===== src/noc_pkg.sv =====
package noc_pkg;

    // Link geometry
    localparam int payload_width = 128;
    // Payload in the upper half, complement guard in the lower half
    localparam int link_width    = 2 * payload_width;
    localparam int dest_width    = 4;
    localparam int gap_width     = 8;

    // Generator payload word
    typedef logic [payload_width-1:0] payload_t;

    // Link word carried by the router
    typedef logic [link_width-1:0] link_data_t;

    // Destination, kept in 1..15 by the generator
    typedef logic [dest_width-1:0] dest_t;

    // Source generator index
    typedef logic [0:0] src_t;

    // Gap counter
    typedef logic [gap_width-1:0] gap_count_t;

    // Idle cycles before each offered word
    localparam int gap_cycles = 25;

    // Destination LFSR seeds, must be non-zero
    localparam dest_t dest_seed_0 = 4'b0001;
    localparam dest_t dest_seed_1 = 4'b1011;

    // Payload LFSR seeds, must be non-zero
    localparam payload_t data_seed_0 = 128'hA5A5_A5A5_A5A5_A5A5_A5A5_A5A5_A5A5_A5A5;
    localparam payload_t data_seed_1 = 128'h0F1E_2D3C_4B5A_6978_8796_A5B4_C3D2_E1F0;

    // Router ports, inputs and outputs alike
    localparam int num_ports = 2;

endpackage


===== src/traffic_gen.sv =====
`timescale 1ns/1ps

module traffic_gen #(
    parameter noc_pkg::dest_t    dest_seed = noc_pkg::dest_seed_0,
    parameter noc_pkg::payload_t data_seed = noc_pkg::data_seed_0
) (
    input  logic                 clk,
    input  logic                 reset,
    // Stream towards the router
    output logic                 tvalid,
    output noc_pkg::link_data_t  tdata,
    output noc_pkg::dest_t       tdest,
    input  logic                 tready
);

    // Gap counter and LFSR state
    noc_pkg::gap_count_t gap_cnt;
    noc_pkg::dest_t      lfsr_dest;
    noc_pkg::payload_t   lfsr_data;

    // Next LFSR values
    noc_pkg::dest_t      dest_next;
    noc_pkg::payload_t   data_next;

    // Word handed over this cycle
    logic                accept;

    assign accept = tvalid && tready;

    // Destination LFSR, x^4 + x^3 + 1
    assign dest_next = {lfsr_dest[2:0], lfsr_dest[3] ^ lfsr_dest[2]};

    // Payload LFSR, x^128 + x^126 + x^101 + x^99 + 1
    assign data_next = {lfsr_data[126:0],
                        lfsr_data[127] ^ lfsr_data[125] ^ lfsr_data[100] ^ lfsr_data[98]};

    // Gap phase, then offer phase until the router takes the word
    always_ff @(posedge clk or posedge reset) begin
        if (reset) begin
            gap_cnt <= '0;
            tvalid  <= 1'b0;
        end else begin
            if (tvalid) begin
                // Hold the offer until accepted
                if (tready) begin
                    gap_cnt <= '0;
                    tvalid  <= 1'b0;
                end
            end else if (gap_cnt == noc_pkg::gap_count_t'(noc_pkg::gap_cycles - 1)) begin
                // Gap done, raise valid on this edge
                tvalid <= 1'b1;
            end else begin
                gap_cnt <= gap_cnt + noc_pkg::gap_count_t'(1);
            end
        end
    end

    // LFSRs step only on accepted words
    // so the sequence does not depend on back-pressure
    always_ff @(posedge clk or posedge reset) begin
        if (reset) begin
            lfsr_dest <= dest_seed;
            lfsr_data <= data_seed;
        end else if (accept) begin
            lfsr_dest <= dest_next;
            lfsr_data <= data_next;
        end
    end

    // Zero state never occurs with a non-zero seed, map it to 1 anyway
    assign tdest = (lfsr_dest == '0) ? noc_pkg::dest_t'(1) : lfsr_dest;

    // Payload on top, complement guard below
    assign tdata = {lfsr_data, ~lfsr_data};

endmodule


===== src/stream_router.sv =====
`timescale 1ns/1ps

module stream_router (
    input  logic                 clk,
    input  logic                 reset,
    // Input 0
    input  logic                 in_valid_0,
    input  noc_pkg::link_data_t  in_data_0,
    input  noc_pkg::dest_t       in_dest_0,
    output logic                 in_ready_0,
    // Input 1
    input  logic                 in_valid_1,
    input  noc_pkg::link_data_t  in_data_1,
    input  noc_pkg::dest_t       in_dest_1,
    output logic                 in_ready_1,
    // Output 0
    output logic                 out_valid_0,
    output noc_pkg::link_data_t  out_data_0,
    output noc_pkg::dest_t       out_dest_0,
    output noc_pkg::src_t        out_src_0,
    input  logic                 out_ready_0,
    // Output 1
    output logic                 out_valid_1,
    output noc_pkg::link_data_t  out_data_1,
    output noc_pkg::dest_t       out_dest_1,
    output noc_pkg::src_t        out_src_1,
    input  logic                 out_ready_1
);

    localparam int np = noc_pkg::num_ports;

    // Inputs gathered into arrays, indexed by input
    logic                in_valid [np];
    noc_pkg::link_data_t in_data  [np];
    noc_pkg::dest_t      in_dest  [np];
    logic                in_ready [np];

    // Output side, indexed by output
    logic                out_ready [np];
    logic                valid_q   [np];
    noc_pkg::link_data_t data_q    [np];
    noc_pkg::dest_t      dest_q    [np];
    noc_pkg::src_t       src_q     [np];

    // Request and grant, [output][input]
    logic [np-1:0]       req   [np];
    logic [np-1:0]       grant [np];

    assign in_valid[0] = in_valid_0;
    assign in_valid[1] = in_valid_1;
    assign in_data[0]  = in_data_0;
    assign in_data[1]  = in_data_1;
    assign in_dest[0]  = in_dest_0;
    assign in_dest[1]  = in_dest_1;
    assign in_ready_0  = in_ready[0];
    assign in_ready_1  = in_ready[1];

    assign out_ready[0] = out_ready_0;
    assign out_ready[1] = out_ready_1;

    assign out_valid_0 = valid_q[0];
    assign out_data_0  = data_q[0];
    assign out_dest_0  = dest_q[0];
    assign out_src_0   = src_q[0];
    assign out_valid_1 = valid_q[1];
    assign out_data_1  = data_q[1];
    assign out_dest_1  = dest_q[1];
    assign out_src_1   = src_q[1];

    // Destination bit 0 picks the output
    always_comb begin
        for (int j = 0; j < np; j++) begin
            for (int i = 0; i < np; i++) begin
                req[j][i] = in_valid[i] && (in_dest[i][0] == j[0]);
            end
        end
    end

    // An input requests one output only, so its ready is any grant
    always_comb begin
        for (int i = 0; i < np; i++) begin
            in_ready[i] = 1'b0;
            for (int j = 0; j < np; j++) begin
                in_ready[i] = in_ready[i] | grant[j][i];
            end
        end
    end

    for (genvar j = 0; j < np; j++) begin : g_port
        // Last input granted on this port
        noc_pkg::src_t last_q;
        noc_pkg::src_t win_sel;
        logic          can_load;
        logic          load;

        // Register free, or draining this cycle
        assign can_load = !valid_q[j] || out_ready[j];

        // On a tie the input that did not win last time wins
        always_comb begin
            if (req[j][0] && req[j][1]) begin
                win_sel = ~last_q;
            end else if (req[j][1]) begin
                win_sel = noc_pkg::src_t'(1);
            end else begin
                win_sel = noc_pkg::src_t'(0);
            end
        end

        assign load = (|req[j]) && can_load;

        // Ready goes only to the winner, the loser waits
        always_comb begin
            for (int i = 0; i < np; i++) begin
                grant[j][i] = load && (win_sel == i[0]) && req[j][i];
            end
        end

        // Valid flag and round-robin pointer
        always_ff @(posedge clk or posedge reset) begin
            if (reset) begin
                valid_q[j] <= 1'b0;
                // Input 0 gets first pick
                last_q     <= noc_pkg::src_t'(1);
            end else if (load) begin
                valid_q[j] <= 1'b1;
                last_q     <= win_sel;
            end else if (out_ready[j]) begin
                valid_q[j] <= 1'b0;
            end
        end

        // Payload of the output stage
        always_ff @(posedge clk) begin
            if (load) begin
                data_q[j] <= in_data[win_sel];
                dest_q[j] <= in_dest[win_sel];
                src_q[j]  <= win_sel;
            end
        end
    end

endmodule


===== src/stream_endpoint.sv =====
`timescale 1ns/1ps

module stream_endpoint (
    input  logic                 clk,
    input  logic                 reset,
    // Link from the router
    input  logic                 in_valid,
    input  noc_pkg::link_data_t  in_data,
    input  noc_pkg::dest_t       in_dest,
    input  noc_pkg::src_t        in_src,
    output logic                 in_ready,
    // Unpacked word to the outside
    output logic                 out_valid,
    output noc_pkg::payload_t    out_payload,
    output noc_pkg::dest_t       out_dest,
    output noc_pkg::src_t        out_src,
    input  logic                 out_ready,
    output logic                 link_error
);

    // Link word halves
    noc_pkg::payload_t upper;
    noc_pkg::payload_t guard;

    // Guard mismatch on the incoming word
    logic              guard_bad;
    logic              accept;

    assign upper = in_data[noc_pkg::link_width-1:noc_pkg::payload_width];
    assign guard = in_data[noc_pkg::payload_width-1:0];

    // Lower half must be the complement of the upper half
    assign guard_bad = (guard != ~upper);

    // Same full-rate rule as the router stage
    assign in_ready = !out_valid || out_ready;
    assign accept   = in_valid && in_ready;

    // Valid flag and sticky error
    always_ff @(posedge clk or posedge reset) begin
        if (reset) begin
            out_valid  <= 1'b0;
            link_error <= 1'b0;
        end else begin
            if (accept) begin
                out_valid <= 1'b1;
            end else if (out_ready) begin
                out_valid <= 1'b0;
            end
            // Stays set until reset
            if (accept && guard_bad) begin
                link_error <= 1'b1;
            end
        end
    end

    // Payload register, upper half only
    always_ff @(posedge clk) begin
        if (accept) begin
            out_payload <= upper;
            out_dest    <= in_dest;
            out_src     <= in_src;
        end
    end

endmodule


===== src/noc_top.sv =====
`timescale 1ns/1ps

module noc_top (
    input  logic                 clk,
    input  logic                 reset,
    // Port 0
    output logic                 out_valid_0,
    output noc_pkg::payload_t    out_payload_0,
    output noc_pkg::dest_t       out_dest_0,
    output noc_pkg::src_t        out_src_0,
    input  logic                 out_ready_0,
    output logic                 link_error_0,
    // Port 1
    output logic                 out_valid_1,
    output noc_pkg::payload_t    out_payload_1,
    output noc_pkg::dest_t       out_dest_1,
    output noc_pkg::src_t        out_src_1,
    input  logic                 out_ready_1,
    output logic                 link_error_1
);

    // Generator to router
    logic                gen_valid_0;
    noc_pkg::link_data_t gen_data_0;
    noc_pkg::dest_t      gen_dest_0;
    logic                gen_ready_0;
    logic                gen_valid_1;
    noc_pkg::link_data_t gen_data_1;
    noc_pkg::dest_t      gen_dest_1;
    logic                gen_ready_1;

    // Router to endpoints
    logic                rt_valid_0;
    noc_pkg::link_data_t rt_data_0;
    noc_pkg::dest_t      rt_dest_0;
    noc_pkg::src_t       rt_src_0;
    logic                rt_ready_0;
    logic                rt_valid_1;
    noc_pkg::link_data_t rt_data_1;
    noc_pkg::dest_t      rt_dest_1;
    noc_pkg::src_t       rt_src_1;
    logic                rt_ready_1;

    // Generators with distinct seeds
    traffic_gen #(
        .dest_seed (noc_pkg::dest_seed_0),
        .data_seed (noc_pkg::data_seed_0)
    ) gen_0 (
        .clk    (clk),
        .reset  (reset),
        .tvalid (gen_valid_0),
        .tdata  (gen_data_0),
        .tdest  (gen_dest_0),
        .tready (gen_ready_0)
    );

    traffic_gen #(
        .dest_seed (noc_pkg::dest_seed_1),
        .data_seed (noc_pkg::data_seed_1)
    ) gen_1 (
        .clk    (clk),
        .reset  (reset),
        .tvalid (gen_valid_1),
        .tdata  (gen_data_1),
        .tdest  (gen_dest_1),
        .tready (gen_ready_1)
    );

    stream_router u_router (
        .clk         (clk),
        .reset       (reset),
        .in_valid_0  (gen_valid_0),
        .in_data_0   (gen_data_0),
        .in_dest_0   (gen_dest_0),
        .in_ready_0  (gen_ready_0),
        .in_valid_1  (gen_valid_1),
        .in_data_1   (gen_data_1),
        .in_dest_1   (gen_dest_1),
        .in_ready_1  (gen_ready_1),
        .out_valid_0 (rt_valid_0),
        .out_data_0  (rt_data_0),
        .out_dest_0  (rt_dest_0),
        .out_src_0   (rt_src_0),
        .out_ready_0 (rt_ready_0),
        .out_valid_1 (rt_valid_1),
        .out_data_1  (rt_data_1),
        .out_dest_1  (rt_dest_1),
        .out_src_1   (rt_src_1),
        .out_ready_1 (rt_ready_1)
    );

    stream_endpoint ep_0 (
        .clk         (clk),
        .reset       (reset),
        .in_valid    (rt_valid_0),
        .in_data     (rt_data_0),
        .in_dest     (rt_dest_0),
        .in_src      (rt_src_0),
        .in_ready    (rt_ready_0),
        .out_valid   (out_valid_0),
        .out_payload (out_payload_0),
        .out_dest    (out_dest_0),
        .out_src     (out_src_0),
        .out_ready   (out_ready_0),
        .link_error  (link_error_0)
    );

    stream_endpoint ep_1 (
        .clk         (clk),
        .reset       (reset),
        .in_valid    (rt_valid_1),
        .in_data     (rt_data_1),
        .in_dest     (rt_dest_1),
        .in_src      (rt_src_1),
        .in_ready    (rt_ready_1),
        .out_valid   (out_valid_1),
        .out_payload (out_payload_1),
        .out_dest    (out_dest_1),
        .out_src     (out_src_1),
        .out_ready   (out_ready_1),
        .link_error  (link_error_1)
    );

endmodule


===== config.mk =====
export PLATFORM = sky130hd
export DESIGN_NAME = noc_top
export DESIGN_NICKNAME = d
export VERILOG_FILES = /design/src/noc_pkg.sv /design/src/traffic_gen.sv /design/src/stream_router.sv /design/src/stream_endpoint.sv /design/src/noc_top.sv
export SDC_FILE = /design/constraint.sdc
export NUM_CORES = 2
export LEC_CHECK = 0
export ABC_AREA = 1
export BUFFER_PORTS_ARGS = -buffer_cell sky130_fd_sc_hd__buf_2
export CAP_MARGIN = 20
export CORE_MARGIN = 2
export CORE_UTILIZATION = 40
export CTS_CLUSTER_SIZE = 40
export DETAILED_ROUTE_END_ITERATION = 6
export SLEW_MARGIN = 20
export SYNTH_ARGS = -nofsm -noshare
export SYNTH_HDL_FRONTEND = slang
export SYNTH_SLANG_ARGS = --single-unit

===== constraint.sdc =====
create_clock -name clk -period 11.8 [get_ports clk]
set_input_delay 2.36 -clock clk [delete_from_list [all_inputs] [get_ports clk]]
set_output_delay 2.36 -clock clk [all_outputs]
set_load 0.03 [all_outputs]

# [Word-level counts from Yosys, hierarchy flattened]
# Memory sizes are Yosys's and may differ from the RTL's. A register that Yosys moved wholly into a read port is not among the register bits.
# Cells that the tools add are included.
[totals] regBits=546 ram_bits=522 memories=3
[op_classes] addsub=2 n_lt_le_gt_ge=2 eq_ne=8 muxes=42 bitwise=22 reduce_logical=40
[memory_table] name="u_router.data_q" words=2 word_bits=256 read_ports=2 rd_ports_with_merged_regs=0 write_ports=2 line_no="stream_router.sv:41" text="noc_pkg::link_data_t data_q [np];"
[memory_table] name="u_router.dest_q" words=2 word_bits=4 read_ports=2 rd_ports_with_merged_regs=2 write_ports=2 line_no="stream_router.sv:42" text="noc_pkg::dest_t dest_q [np];"
[memory_table] name="u_router.src_q" words=2 word_bits=1 read_ports=2 rd_ports_with_merged_regs=2 write_ports=2 line_no="stream_router.sv:43" text="noc_pkg::src_t src_q [np];"
[op_table] operator="256-bit 2-to-1 mux" count=6
[op_table] operator="128-bit inverter" count=4
[op_table] operator="128-bit inequality test" count=2
[op_table] operator="8-bit 2-to-1 mux" count=6
[op_table] operator="4-bit 2-to-1 mux" count=8
[op_table] operator="1-bit logical AND" count=22
[op_table] operator="1-bit 2-to-1 mux" count=22
[op_table] operator="8-bit by 1-bit adder with 8-bit output, second input constant" count=2
[op_table] operator="8-bit by 5-bit == test with 1-bit output, second input constant" count=2
[op_table] operator="4-bit zero test" count=2
[op_table] operator="2-bit nonzero test" count=4
[op_table] operator="1-bit XOR" count=8
[op_table] operator="1-bit inverter" count=6
[op_table] operator="2-bit greater-or-equal comparator, second input constant" count=2
[op_table] operator="1-bit zero test" count=4
[op_table] operator="1-bit logical OR" count=4
[op_table] operator="2-bit by 1-bit inequality test with 1-bit output, second input constant" count=2
[op_table] operator="2-bit inequality test, second input constant" count=2
[op_table] operator="1-bit inverter with 2-bit output" count=2
[op_table] operator="2-bit AND reduction" count=2
[op_table] operator="2-bit OR reduction" count=2
[op_table] operator="1-bit bitwise OR" count=2

# [Longest topological paths before layout]
[logic_depth] depth_word=12 ltp_mapped=15 mapped_depth_nobuf=13

# [By module]
# Synthesis repeated with hierarchy kept, for this count alone.
[unflattened] hier_cells=5228 hier_area_um2=49024.5
[by_module_without_submodules] mod="stream_router" instances=1 cells_each=2262 area_each_um2=22804.4 seq_area_each_um2=15777.6
[by_module_without_submodules] mod="stream_endpoint" instances=2 cells_each=707 area_each_um2=6353.6 seq_area_each_um2=4043.9
[by_module_without_submodules] mod="traffic_gen (gen_1)" instances=1 cells_each=776 area_each_um2=6757.7 seq_area_each_um2=3612.2
[by_module_without_submodules] mod="traffic_gen (gen_0)" instances=1 cells_each=776 area_each_um2=6755.2 seq_area_each_um2=3609.7

# [Least setup slack after synthesis]
# No wires, ideal clock.
[synth_timing] path_type="input to register" start="input out_ready_1" end="register gen_0.gap_cnt[7]" setup_time_ns=0.129 t_arrival_ns=11.035 required_ns=11.671 path_slack_ns=0.636 cell_stages=9 path_buffers=0 cell_sequence="inv_1 > nand2_1 > nor2_1 > a21oi_2 > nand2_2 > nand3_1 > inv_1 > nand2_1 > o21ai_0"
[synth_between] elab_chain_cells=8
[synth_rtl] element="start, declared" line_no="noc_top.sv:18" text="input logic out_ready_1,"
[synth_rtl] element="1-bit logical OR" line_no="stream_endpoint.sv:36" text="assign in_ready = !out_valid || out_ready;"
[synth_rtl] element="1-bit logical OR" line_no="stream_router.sv:97" text="assign can_load = !valid_q[j] || out_ready[j];"
[synth_rtl] element="1-bit logical AND" line_no="stream_router.sv:110" text="assign load = (|req[j]) && can_load;"
[synth_rtl] element="named net u_router.g_port[1].load" line_no="stream_router.sv:94" text="logic load;"
[synth_rtl] element="1-bit logical AND (2 in series)" line_no="stream_router.sv:115" text="grant[j][i] = load && (win_sel == i[0]) && req[j][i];"
[synth_rtl] element="1-bit bitwise OR" line_no="stream_router.sv:84" text="in_ready[i] = in_ready[i] | grant[j][i];"
[synth_rtl] element="2-bit inequality test (no source line)"
[synth_rtl] element="2-bit AND reduction (no source line)"
[synth_rtl] element="end signal, assigned" line_no="traffic_gen.sv:53" text="gap_cnt <= gap_cnt + noc_pkg::gap_count_t'(1);"
[synth_rtl] element="end, declared" line_no="traffic_gen.sv:17" text="noc_pkg::gap_count_t gap_cnt;"
# The timed path passes the listed nets, and every way through them passes these cells.
# A chain may end at the register's enable or synchronous reset.

# [Final worst setup path]
[layout_timing] start="input out_ready_0" end="register gen_0.lfsr_data[90]"
[layout_between] elab_chain_cells=7
[layout_rtl] element="start, declared" line_no="noc_top.sv:11" text="input logic out_ready_0,"
[layout_rtl] element="1-bit logical OR" line_no="stream_endpoint.sv:36"
[layout_rtl] element="1-bit logical OR" line_no="stream_router.sv:97"
[layout_rtl] element="1-bit logical AND" line_no="stream_router.sv:110"
[layout_rtl] element="named net u_router.g_port[0].load" line_no="stream_router.sv:94"
[layout_rtl] element="1-bit logical AND (2 in series)" line_no="stream_router.sv:115"
[layout_rtl] element="1-bit bitwise OR" line_no="stream_router.sv:84"
[layout_rtl] element="1-bit logical AND" line_no="traffic_gen.sv:28" text="assign accept = tvalid && tready;"
[layout_rtl] element="end signal, assigned" line_no="traffic_gen.sv:63" text="lfsr_data <= data_seed;"
[layout_rtl] element="end signal, assigned" line_no="traffic_gen.sv:66" text="lfsr_data <= data_next;"
[layout_rtl] element="end, declared" line_no="traffic_gen.sv:19" text="noc_pkg::payload_t lfsr_data;"
# The timed path passes the listed nets, and every way through them passes these cells.

==> impl_metrics.ini <==
[grt]
grt_start_max_net_pins = 194
grt_pass1_wl_um = 139400
grt-ovfl-total = 0
gr-max-usage-layer = met2
grt_use_met1 = 0.2187
antenna_found_initial = 3
use_met3 = 0.02805
grtUsageMet2 = 0.2542
groute.usage.overall = 0.1579
grt_pass1_vias = 25710

[pwr]
p_comb_frac = 0.003
power.internal_w = 0.006188
p_leak_nw = 20.92
powerDensity_nw_per_um2 = 152.2
switching_share = 0.1920
p_clk_frac = 0.471
ir_drop_v = 0.0001024
p_switching_w = 0.001471
seqPwrFrac = 0.526

[worst_setup_path]
critPathKind = primary input to register
crit_path_end_kind = register
r2r_start = gen_1.lfsr_dest[3]$_DFFE_PP1P_
critPathRequiredTime_ns = 12.42
crit_fanout = 143
setup.worst_path.start = out_ready_0
start_kind = primary input
cp.arrival_ns = 5.71
reg2regPathDepth = 12

[clock_tree]
cts.root.buffer_cell = clkbuf_16
cts.sinks = 1078
ctsResizeCount = 0
clk_pin_slew_ns = 0.06
post_cts_buffers = 0
ctsHtreeMaxLevel = 3
clock_latency_ns = 0.70
cts_buffers = 113
clockBufferDepth = 3
ctsHoldBuffers = 0
cts_tree = done

[detailed_routing]
ant_nets = 0
dr.pass1.iters = 7
routedWlPerCell_um = 14.91
vias_per_cell = 4.594
route.vias.total = 27030
drc = 0
drt-initial-drc-count = 1767
wirelength_um = 87730

[sta]
fin_skew_ns = 0.02722
setup_viol = 0
tightest_slew_ns = 1.038
setup_ws_ns = 6.709
timing_hold_violations_final = 0
setup_tns_ns = 0
timing.fmax_mhz = 196.4
finalCritPeriodShare = 0.4314
rsz0062_at_grt = no
drv_slew = 0
maxSlewHeadroom = 0.3082
post-route-min-period_ns = 5.091

[finish]
n_fill_cell = 9910
syn2layout_area_growth_pct = 14.86
final_nets = 4380
fin_util = 0.4629
stdcell_area_sq_um = 50320
final_layout_size_suffix_gt1_frac = 0.1413

[floorplanning]
io_pins = 274
die_h_um = 334.9
initial_core_util = 0.4030
core_area_sq_um = 108700
num_rows = 121
die_area_sq_um = 112200
die_x_um = 334.9

[synth]
ys_seq_elements = 1078
synthFlopType = edfxtp_1
synth.avg_cell_area_sq_um = 10.71
ys_seq_area_frac = 0.7096
yosys_warnings = 0
netlist_area_sq_um = 43810
async_flop_share = 0.2690
syn_inst = 4089
synth-edff-count = 788
syn_nets = 4099
synth_cell_types = 32

[placed_design]
dp.final_hpwl_um = 56960
gp_congestion = 0.7475
pre_cts_ws_ns = 6.018
placed_area_sq_um = 46500
port_buffers = 273

[min_path]
hold_start = u_router.src_q[0]$_DFFE_PN_
whs_path_depth = 0
min_path_type = register to register

[job]
maxCapViolations = 0

[outcome]
status = finished, final reports clean
worst paths after layout:
kind	end	slack (ns)
setup / recovery	gen_0.lfsr_data[90]$_DFFE_PP1P_	6.71
hold / removal	ep_0.out_src$_DFFE_PP_	0.41
setup reg to reg	gen_0.lfsr_data[90]$_DFFE_PP1P_	7.28
hold reg to reg	ep_0.out_src$_DFFE_PP_	0.41
max in group asynchronous	gen_0.lfsr_data[11]$_DFFE_PP0P_	8.69
min in group asynchronous	ep_1.link_error$_DFFE_PP0P_	1.83
cell type report:
| type | instances | area (sq um) | share of cell area |
|---|---|---|---|
| clock inverters | 68 | 715.7 | 0.01422 |
| diodes | 2 | 5.005 | 0.00009946 |
| flip-flops and latches | 1078 | 31090 | 0.6178 |
| multi-input cells | 2215 | 9588 | 0.1905 |
| well taps | 1414 | 1769 | 0.03516 |
| inverters | 668 | 2515 | 0.04998 |
| clock buffers | 144 | 3069 | 0.06100 |
| repair buffers | 294 | 1569 | 0.03118 |
Yosys cell counts, types with 5 or more instances:
cell | n | area [sq um]
inv_2 | 9 | 33.78
nand3_1 | 145 | 725.7
nor3_1 | 5 | 25.02
buf_2 | 51 | 255.2
dfrtp_1 | 156 | 3904
buf_6 | 16 | 180.2
inv_1 | 658 | 2470
or2_2 | 11 | 68.82
nand2_2 | 6 | 37.54
o21ai_1 | 181 | 905.9
xnor2_1 | 5 | 43.79
nand2_1 | 1132 | 4249
ha_1 | 6 | 75.07
nor2_1 | 420 | 1577
buf_4 | 19 | 142.6
o21ai_0 | 224 | 1121
dfstp_2 | 134 | 3521
edfxtp_1 | 788 | 23660
clkbuf_1 | 41 | 153.9
xor2_1 | 55 | 481.7
a21oi_1 | 6 | 30.03
flip-flops by register name, summed over array words and instances (netlist names), 4 cells and up:
| signal | count |
|---|---|
| ep_0.out_dest | 4 |
| ep_0.out_payload | 128 |
| ep_1.out_dest | 4 |
| ep_1.out_payload | 128 |
| gen_0.gap_cnt | 8 |
| gen_0.lfsr_data | 128 |
| gen_0.lfsr_dest | 4 |
| gen_1.gap_cnt | 8 |
| gen_1.lfsr_data | 128 |
| gen_1.lfsr_dest | 4 |
| u_router.data_q | 512 |
| u_router.dest_q | 8 |
metrics by stage:
step / total power (W) / cells / hold WS, ns
after floorplan: 0.004118 / 4089 / 0.4003
after detailed placement: 0.004129 / 5668 / 0.4072
final: 0.007658 / 5883 / 0.4054
after CTS: 0.007761 / 5880 / 0.4167
after global routing: 0.007915 / 5881 / 0.4190
after global placement: 0.004129 / 5668 / 0.4024
worst max-delay path, cell delays in order:
cell     delay [ns]
buf_2          0.11
inv_1          0.07
nand2_1        0.07
nor2_1         0.08
nor2_4         0.10
buf_4          0.74
nand2_8        0.75
nand2_8        0.89
nand2_1        0.16
nand2_1        0.13
cell families after synthesis:
| family | share of synthesized area |
|---|---|
| AO/OA/AOI/OAI | 0.04907 |
| XOR/XNOR | 0.01200 |
| adder cells (fa/ha/maj) | 0.001714 |
| buffers and inverters | 0.07403 |
| flip-flops | 0.7096 |
| AND/OR/NAND/NOR | 0.1535 |
layout by cell type (no fill, tap or decap), drive strengths merged, types with 2 or more instances in the layout:
cell / n
edfxtp: 788
buf: 294
bufinv: 15
inv: 669
clkinv: 48
o22ai: 4
ha: 6
nand3: 145
nor3: 5
xnor2: 5
a21oi: 7
nor2: 422
diode: 2
dfstp: 134
nand4: 4
dfrtp: 156
nand2: 1138
clkbuf: 144
o21ai: 409
or2: 11
clkinvlp: 4
xor2: 55
per-layer routing:
layer  part of all wire  vias up
li1                   -    13620
met1               0.46    12800
met2               0.47      495
met3              0.050      111
met4              0.022        0
met5                  0        -
power by group through the flow:
stage | Clock (W) | Combinational, W | Sequential (W)
after floorplan | 0 | 0.0000143 | 0.00410
after global placement | 0 | 0.0000246 | 0.00410
after detailed placement | 0 | 0.0000245 | 0.00410
after CTS | 0.00371 | 0.0000245 | 0.00403
after global routing | 0.00386 | 0.0000269 | 0.00403
final | 0.00361 | 0.0000225 | 0.00403
No activity file was read; power rests on OpenSTA's default activity.
